**config.mk**
```make
export PLATFORM = sky130hd
export DESIGN_NAME = fetch_frontend_top
export DESIGN_NICKNAME = d
export VERILOG_FILES = /design/src/hw/fetch_pkg.sv /design/src/hw/fetch_ctrl.sv /design/src/hw/fetch_pc.sv /design/src/hw/fetch_inst_align.sv /design/src/hw/fetch_ds_reg.sv /design/src/hw/fetch_jal_unit.sv /design/src/hw/fetch_frontend_top.sv
export SDC_FILE = /design/constraint.sdc
export NUM_CORES = 1
export LEC_CHECK = 0
export ABC_CLOCK_PERIOD_IN_PS = 13210
export BUFFER_PORTS_ARGS = -buffer_cell sky130_fd_sc_hd__buf_4
export CAP_MARGIN = 40
export CORE_ASPECT_RATIO = 0.9
export CORE_MARGIN = 2
export CORE_UTILIZATION = 62
export DETAILED_ROUTE_END_ITERATION = 8
export PLACE_DENSITY_LB_ADDON = 0.08
export SKIP_LAST_GASP = 1
export SLEW_MARGIN = 20
export SYNTH_ARGS = -nofsm -noshare
export SYNTH_HDL_FRONTEND = slang
export SYNTH_SLANG_ARGS = --single-unit
```
**constraint.sdc**
```tcl
create_clock -name i_clk -period 13.21 [get_ports i_clk]
set_clock_uncertainty 0.1 [all_clocks]
set_input_delay 2.642 -clock i_clk [delete_from_list [all_inputs] [get_ports i_clk]]
set_output_delay 2.642 -clock i_clk [all_outputs]
set_load 0.005 [all_outputs]
```
**src/hw/fetch_pkg.sv**
```systemverilog
// fetch front end package with shared widths, the JAL opcode and field positions

package fetch_pkg;

  // datapath widths
  localparam int unsigned INST_WD      = 32;  // one RV64 base instruction
  localparam int unsigned PC_WD        = 64;
  localparam int unsigned SRAM_ADDR_WD = 64;  // byte address into inst sram
  localparam int unsigned SRAM_DATA_WD = 64;  // two instructions per sram word

  // major opcode field
  localparam int unsigned OPC_LSB      = 0;
  localparam logic [6:0]  OPC_JAL      = 7'b1101111;

endpackage

```
**src/hw/fetch_ctrl.sv**
```systemverilog
`timescale 1ns/1ns
// fetch control with stage valid flags, the allowin chain and the one-shot JAL redirect

module fetch_ctrl (
  input  logic i_clk,
  input  logic i_rst_n,
  input  logic i_es_allowin,     // execute stage can take the decode inst
  input  logic i_is_jal,         // decode inst is a JAL
  output logic o_pc_load,
  output logic o_fs_valid,
  output logic o_fs_fire,
  output logic o_ds_valid,
  output logic o_redirect
);

  logic running;                 // high from the first edge with reset released
  logic jal_done;                // JAL in decode has already redirected
  logic fs_allowin;
  logic ds_allowin;
  logic ds_leave;

  // allowin chain from back to front
  assign ds_leave   = o_ds_valid && i_es_allowin;
  assign ds_allowin = !o_ds_valid || i_es_allowin;

  // one strobe per JAL even if decode stalls for many cycles
  assign o_redirect = o_ds_valid && i_is_jal && !jal_done;

  // the inst behind a redirecting JAL is on the wrong path and is dropped here
  assign o_fs_fire  = o_fs_valid && ds_allowin && !o_redirect;
  assign fs_allowin = !o_fs_valid || o_fs_fire;

  // redirect reloads the pc even while decode holds the JAL
  assign o_pc_load  = running && (fs_allowin || o_redirect);

  always_ff @(posedge i_clk) begin
    if (!i_rst_n) begin
      running <= 1'b0;
    end else begin
      running <= 1'b1;
    end
  end

  // every fire or redirect refills fetch so it stays full once started
  always_ff @(posedge i_clk) begin
    if (!i_rst_n) begin
      o_fs_valid <= 1'b0;
    end else if (o_pc_load) begin
      o_fs_valid <= 1'b1;
    end
  end

  always_ff @(posedge i_clk) begin
    if (!i_rst_n) begin
      o_ds_valid <= 1'b0;
    end else if (ds_allowin) begin
      o_ds_valid <= o_fs_fire;   // empty after a cancelled fetch
    end
  end

  // leaving decode wins over setting so the next inst starts clean
  always_ff @(posedge i_clk) begin
    if (!i_rst_n) begin
      jal_done <= 1'b0;
    end else if (ds_leave) begin
      jal_done <= 1'b0;
    end else if (o_redirect) begin
      jal_done <= 1'b1;
    end
  end

  a_redirect_one_shot: assert property (
    @(posedge i_clk) disable iff (!i_rst_n)
    o_redirect |=> !o_redirect
  ) else $error("redirect high in two consecutive cycles");

  // decode only fills from fetch and fetch never drains
  a_fs_full_behind_ds: assert property (
    @(posedge i_clk) disable iff (!i_rst_n)
    o_ds_valid |-> o_fs_valid
  ) else $error("decode valid while the fetch stage is empty");

endmodule

```
**src/hw/fetch_pc.sv**
```systemverilog
`timescale 1ns/1ns
// pc generator, with the pc register, next pc selection and the inst sram read request

module fetch_pc import fetch_pkg::*; #(
  parameter logic [PC_WD-1:0] PC_RESETVAL = 64'h8000_0000
) (
  input  logic                    i_clk,
  input  logic                    i_rst_n,
  input  logic                    i_load,          // take next pc and read sram
  input  logic                    i_redirect,      // JAL resolved in decode
  input  logic [PC_WD-1:0]        i_jal_target,
  output logic [PC_WD-1:0]        o_pc,            // pc of the fetch stage
  output logic                    o_inst_sram_ren,
  output logic [SRAM_ADDR_WD-1:0] o_inst_sram_addr
);

  logic             first_load;    // no pc fetched yet since reset
  logic [PC_WD-1:0] pc_next;

  always_comb begin
    if (first_load) begin
      pc_next = PC_RESETVAL;
    end else if (i_redirect) begin
      pc_next = i_jal_target;
    end else begin
      pc_next = o_pc + PC_WD'(4);
    end
  end

  // sram is read in the load cycle, data comes back with the new pc
  assign o_inst_sram_ren  = i_load;
  assign o_inst_sram_addr = {pc_next[SRAM_ADDR_WD-1:3], 3'b000};  // 64-bit word address

  always_ff @(posedge i_clk) begin
    if (!i_rst_n) begin
      first_load <= 1'b1;
    end else if (i_load) begin
      first_load <= 1'b0;
    end
  end

  always_ff @(posedge i_clk) begin
    if (!i_rst_n) begin
      o_pc <= PC_RESETVAL;
    end else if (i_load) begin
      o_pc <= pc_next;
    end
  end

  // catches misaligned jump targets as well as a bad reset value
  a_pc_aligned: assert property (
    @(posedge i_clk) disable iff (!i_rst_n)
    o_pc[1:0] == 2'b00
  ) else $error("fetch pc not aligned to 4 bytes: %h", o_pc);

endmodule

```
**src/hw/fetch_inst_align.sv**
```systemverilog
`timescale 1ns/1ns
// instruction align, which picks the 32-bit half by pc[2] and holds it while fetch stalls

module fetch_inst_align import fetch_pkg::*; (
  input  logic                    i_clk,
  input  logic                    i_rst_n,
  input  logic                    i_pc_load,          // sram read issued this cycle
  input  logic                    i_pc_align,         // pc[2] of the fetch stage
  input  logic [SRAM_DATA_WD-1:0] i_inst_sram_rdata,
  output logic [INST_WD-1:0]      o_inst
);

  logic               fresh;      // rdata belongs to the current fetch pc
  logic [INST_WD-1:0] half;
  logic [INST_WD-1:0] hold_inst;  // copy for stalled cycles

  // upper half for pc[2] set, lower half otherwise
  assign half = i_pc_align ? i_inst_sram_rdata[SRAM_DATA_WD-1 -: INST_WD]
                           : i_inst_sram_rdata[INST_WD-1:0];

  // sram data is only good in the cycle right after the read
  always_ff @(posedge i_clk) begin
    if (!i_rst_n) begin
      fresh <= 1'b0;
    end else begin
      fresh <= i_pc_load;
    end
  end

  always_ff @(posedge i_clk) begin
    if (fresh) begin
      hold_inst <= half;
    end
  end

  assign o_inst = fresh ? half : hold_inst;  // direct path keeps fetch at one cycle

endmodule

```
**src/hw/fetch_ds_reg.sv**
```systemverilog
`timescale 1ns/1ns
// decode stage register, which holds the pc and instruction handed over by fetch

module fetch_ds_reg import fetch_pkg::*; (
  input  logic               i_clk,
  input  logic               i_rst_n,
  input  logic               i_fs_fire,   // fetch inst moves into decode
  input  logic [PC_WD-1:0]   i_fs_pc,
  input  logic [INST_WD-1:0] i_fs_inst,
  output logic [PC_WD-1:0]   o_ds_pc,
  output logic [INST_WD-1:0] o_ds_inst
);

  // held unchanged while decode waits on execute
  always_ff @(posedge i_clk) begin
    if (i_fs_fire) begin
      o_ds_pc   <= i_fs_pc;
      o_ds_inst <= i_fs_inst;
    end
  end

  // every pc that enters decode came out of the pc generator aligned
  a_ds_pc_aligned: assert property (
    @(posedge i_clk) disable iff (!i_rst_n)
    i_fs_fire |=> o_ds_pc[1:0] == 2'b00
  ) else $error("decode pc not aligned to 4 bytes: %h", o_ds_pc);

endmodule

```
**src/hw/fetch_jal_unit.sv**
```systemverilog
`timescale 1ns/1ns
// JAL unit, which detects a JAL in decode and computes its J-type jump target

module fetch_jal_unit import fetch_pkg::*; (
  input  logic [PC_WD-1:0]   i_ds_pc,
  input  logic [INST_WD-1:0] i_ds_inst,
  output logic               o_is_jal,
  output logic [PC_WD-1:0]   o_jal_target
);

  logic [$bits(OPC_JAL)-1:0] opcode;
  logic [20:0]               j_imm;      // byte offset, bit 0 always zero
  logic [PC_WD-1:0]          j_imm_sext;

  assign opcode   = i_ds_inst[OPC_LSB +: $bits(OPC_JAL)];
  assign o_is_jal = (opcode == OPC_JAL);

  // J-type immediate is scattered across the instruction
  assign j_imm = {i_ds_inst[31],        // imm[20]
                  i_ds_inst[19:12],     // imm[19:12]
                  i_ds_inst[20],        // imm[11]
                  i_ds_inst[30:21],     // imm[10:1]
                  1'b0};

  assign j_imm_sext = {{(PC_WD-21){j_imm[20]}}, j_imm};

  // pc relative, forward and backward
  assign o_jal_target = i_ds_pc + j_imm_sext;

endmodule

```
**src/hw/fetch_frontend_top.sv**
```systemverilog
`timescale 1ns/1ns
// fetch front end top joining pc generator, align, decode register, JAL unit and control

module fetch_frontend_top import fetch_pkg::*; #(
  parameter logic [PC_WD-1:0] PC_RESETVAL = 64'h8000_0000
) (
  input  logic                    i_clk,
  input  logic                    i_rst_n,
  // execute stage
  input  logic                    i_es_allowin,
  output logic                    o_ds_valid,
  output logic [PC_WD-1:0]        o_ds_pc,
  output logic [INST_WD-1:0]      o_ds_inst,
  // inst sram read port
  output logic                    o_inst_sram_ren,
  output logic [SRAM_ADDR_WD-1:0] o_inst_sram_addr,
  input  logic [SRAM_DATA_WD-1:0] i_inst_sram_rdata
);

  logic               pc_load;
  logic               fs_fire;
  logic               redirect;
  logic               is_jal;
  logic [PC_WD-1:0]   jal_target;
  logic [PC_WD-1:0]   fs_pc;
  logic [INST_WD-1:0] fs_inst;

  fetch_ctrl u_ctrl (
    .i_clk             (i_clk            ),
    .i_rst_n           (i_rst_n          ),
    .i_es_allowin      (i_es_allowin     ),
    .i_is_jal          (is_jal           ),
    .o_pc_load         (pc_load          ),
    .o_fs_valid        (                 ),
    .o_fs_fire         (fs_fire          ),
    .o_ds_valid        (o_ds_valid       ),
    .o_redirect        (redirect         )
  );

  fetch_pc #(
    .PC_RESETVAL       (PC_RESETVAL      )
  ) u_pc (
    .i_clk             (i_clk            ),
    .i_rst_n           (i_rst_n          ),
    .i_load            (pc_load          ),
    .i_redirect        (redirect         ),  // jump path back from decode
    .i_jal_target      (jal_target       ),
    .o_pc              (fs_pc            ),
    .o_inst_sram_ren   (o_inst_sram_ren  ),
    .o_inst_sram_addr  (o_inst_sram_addr )
  );

  fetch_inst_align u_align (
    .i_clk             (i_clk            ),
    .i_rst_n           (i_rst_n          ),
    .i_pc_load         (pc_load          ),
    .i_pc_align        (fs_pc[2]         ),  // half select within the 64-bit word
    .i_inst_sram_rdata (i_inst_sram_rdata),
    .o_inst            (fs_inst          )
  );

  fetch_ds_reg u_ds_reg (
    .i_clk             (i_clk            ),
    .i_rst_n           (i_rst_n          ),
    .i_fs_fire         (fs_fire          ),
    .i_fs_pc           (fs_pc            ),
    .i_fs_inst         (fs_inst          ),
    .o_ds_pc           (o_ds_pc          ),
    .o_ds_inst         (o_ds_inst        )
  );

  // JAL needs no register values so it resolves right in decode
  fetch_jal_unit u_jal (
    .i_ds_pc           (o_ds_pc          ),
    .i_ds_inst         (o_ds_inst        ),
    .o_is_jal          (is_jal           ),
    .o_jal_target      (jal_target       )
  );

endmodule

```
==> impl_metrics.py <==
metrics = {
    "global_route": {
        "grt_pass1_wl_um": 58590,
        "grt_max_degree": 46,
        "antenna_found_initial": 0,
        "grt_pass1_vias": 10880,
        "grtUsageTotal_pct": 34.30,
        "overflow": 0,
    },
    "clock_network": {
        "cts_buffers": 17,
        "ctsResizeCount": 0,
        "clkTransAtPathRegs_ps": 80,
        "cts_max_path_buffers": 2,
        "cts_root_buffer": "clkbuf_16",
        "clk_latency_ps": 460,
        "cts_sinks": 198,
        "hold_buffers": 0,
        "postCtsSetupBuffers": 0,
        "tritoncts": "yes",
        "htree_levels": 4,
    },
    "final_layout": {
        "syn2layout_area_growth_pct": 16.76,
        "antenna_cells": 0,
        "layout-drive-gt1-share_pct": 18.26,
        "nets": 1717,
    },
    "floorplanning": {
        "die_w_um": 155.0,
        "start_util_pct": 63.47,
        "io_pins": 229,
        "dieArea_sq_um": 21690,
        "rows": 49,
        "core_sq_um": 20050,
        "die_y_um": 139.9,
    },
    "sta": {
        "relSlewSlack_pct": 41.46,
        "rsz0062_at_grt": "no",
        "tns_ps": 0,
        "fin_crit_ps": 7985,
        "drv_slew": 0,
        "hold_viol_final": 0,
        "post-route-worst-setup-slack_ps": 5225,
        "worst_slew_pin_slew_ps": 870.7,
        "fmax_mhz": 125.2,
        "setup_viol": 0,
        "post-route-period-util_pct": 60.45,
    },
    "setup_path": {
        "critPathMaxStageDelay_ps": 720,
        "r2r-start": "u_ctrl.o_ds_valid$_SDFFE_PN0N_",
        "startpoint": "u_ds_reg.o_ds_inst[31]$_DFFE_PP_",
        "critPathMaxFanout": 45,
        "critPathMostFrequentCell": "a21oi_1",
        "cp.required_ps": 10470,
        "startpoint_type": "flop",
        "worstPathArrival_ps": 5240,
        "worst-path-buf-inv": 2,
        "cp_top_family": "compound AO/OA/AOI/OAI gates",
        "end_kind": "output pin",
        "path_class": "flop to output pin",
        "cp_cell_sequence": "buf_4, ha_1, a21oi_1, o21ai_0, a2111oi_0, o221ai_1, a21o_1, a21oi_1, o21ai_0, a21oi_1, nor2_1, a2111oi_0, buf_4",
        "slowest_stage": "a2111oi_0",
    },
    "logic_synthesis": {
        "dominantRegCellSynth": "dfxtp_1",
        "synthCells": 1453,
        "syn_area_sq_um": 12720,
        "synth-edff-count": 96,
        "async_reset_ff_share_pct": 0,
        "ys_types": 69,
        "syn_area_per_cell_sq_um": 8.758,
        "yosysWarnings": 0,
        "synth.ff_latch_count": 198,
        "synth-seq-area-share_pct": 38.70,
    },
    "routing": {
        "drt_iter0_drc": 1138,
        "post_drt_wl_per_cell_um": 20.29,
        "avgViaCountPerCell": 6.282,
        "finalWirelength_um": 37610,
        "ant_nets": 0,
        "vias": 11650,
        "drcViolationCount": 0,
        "dr.pass1.iters": 5,
    },
    "pwr": {
        "p_per_area_nw_per_um2": 109.8,
        "vdd_ir_drop_max_v": 0.00007689,
        "p_leak_nw": 5.874,
    },
    "flow_run": {
        "max-cap-violations": 0,
    },
    "place": {
        "port_buffers": 225,
        "gp_congestion": 0.9725,
        "post-place-ws_ps": 5858,
        "dp_hpwl_um": 27730,
    },
    "min_path": {
        "holdCritPathClass": "flop to flop",
        "min_from": "u_pc.o_pc[0]$_SDFFE_PN0P_",
    },
    "status": {
        "outcome": "complete, no violations",
    },
}
-- power breakdown --
part	total [mW]	switching (mW)	internal [mW]
clock network	0.576	0.304	0.273
registers	0.703	0.0214	0.682
logic	0.351	0.210	0.141
-- placed cells by master (no fill, tap or decap), types with 19 or more instances in the layout --
| master | Yosys | layout |
|---|---|---|
| buf_4 | 64 | 236 |
| nor2_1 | 147 | 147 |
| nand2_1 | 143 | 143 |
| a21oi_1 | 137 | 137 |
| dfxtp_1 | 102 | 99 |
| edfxtp_1 | 96 | 96 |
| o21ai_0 | 81 | 81 |
| xnor2_1 | 76 | 76 |
| ha_1 | 63 | 63 |
| nand3_1 | 45 | 45 |
| xor2_1 | 42 | 42 |
| a211oi_1 | 40 | 40 |
| mux2i_1 | 34 | 34 |
| nand4_1 | 32 | 32 |
| inv_1 | 26 | 26 |
| a21o_1 | 22 | 22 |
| o21bai_1 | 19 | 19 |
| nor3_1 | 19 | 19 |
| a21boi_0 | 19 | 19 |
-- cell families after synthesis --
family          after synthesis  share of synthesized area, %
compound gates              408                         20.32
xor+xnor                    118                         8.122
fa+ha+maj                    64                         6.352
buf+inv                     159                         6.588
flops                       198                         38.70
mux                          34                         2.675
other cells                   1                       0.02947
simple gates                471                         17.21
-- state kept, by name, indices dropped and copies added, names as in the netlist, 32 cells and up --
signal              cells
u_ds_reg.o_ds_inst     32
u_align.hold_inst      32
u_pc.o_pc              64
u_ds_reg.o_ds_pc       64
-- path summary, 6_finish.rpt --
path | end | slack (ps) | depth (start not counted)
setup / recovery | o_inst_sram_addr[56] | 5220 | 13
hold / removal | u_ds_reg.o_ds_pc[0]$_DFFE_PP_ | 370 | 0
setup reg to reg | u_pc.o_pc[54]$_SDFFE_PN0P_ | 8630 | 14
hold reg to reg | u_ds_reg.o_ds_pc[0]$_DFFE_PP_ | 370 | 0
-- Yosys cell counts (all sizes together), types with 7 or more instances --
cell	count	share of area, %
nor2	147	4.3
nand2	143	4.2
a21oi	137	5.4
dfxtp	102	16
edfxtp	96	23
o21ai	86	3.4
xnor2	76	5.2
buf	69	3.9
clkbuf	64	1.9
ha	63	6.2
nand3	45	1.8
xor2	42	2.9
a211oi	41	2.5
mux2i	34	2.7
nand4	32	1.6
inv	26	0.77
a21o	22	1.3
nor3	20	0.83
a21boi	19	1.1
and3	19	0.93
o21bai	19	1.1
a22o	13	0.89
nor2b	12	0.59
nor4	11	0.54
and2	10	0.51
and4	10	0.69
nand2b	9	0.44
a31oi	8	0.44
o31ai	8	0.51
o22ai	7	0.34
-- routing by layer --
layer / global-route usage (%) / vias to the layer above / wire length [um]
met1: 49.33 / 5497 / 16320
met5: 0 / - / 0
met4: 11.06 / 0 / 922
met2: 53.47 / 583 / 16840
met3: 5.105 / 73 / 3532
li1: - / 5494 / -
-- final cells by class --
class                      instances  area [sq um]
clock inverter                    15         234.0
timing repair buffer             245          1874
multi-input combinational       1098          6979
fill                            1550          5190
inverter                          26         97.59
tap                              255         319.1
clock buffer                      17         425.4
sequential                       198          4928
-- through the flow --
step | instance area (sq um) | power [mW] | cells | hold slack, ps | utilization (%)
finish | 14860 | 1.631 | 1854 | 371.3 | 74.11
global placement | 14080 | 1.052 | 1811 | 340.8 | 70.24
detailed placement | 14170 | 1.059 | 1819 | 349.5 | 70.69
global route | 14860 | 1.691 | 1854 | 392.5 | 74.11
floorplan | 12730 | 0.9424 | 1455 | 330.3 | -
CTS | 14830 | 1.630 | 1851 | 368.1 | 73.97
Note: power is estimated with default switching activity, not from simulation.
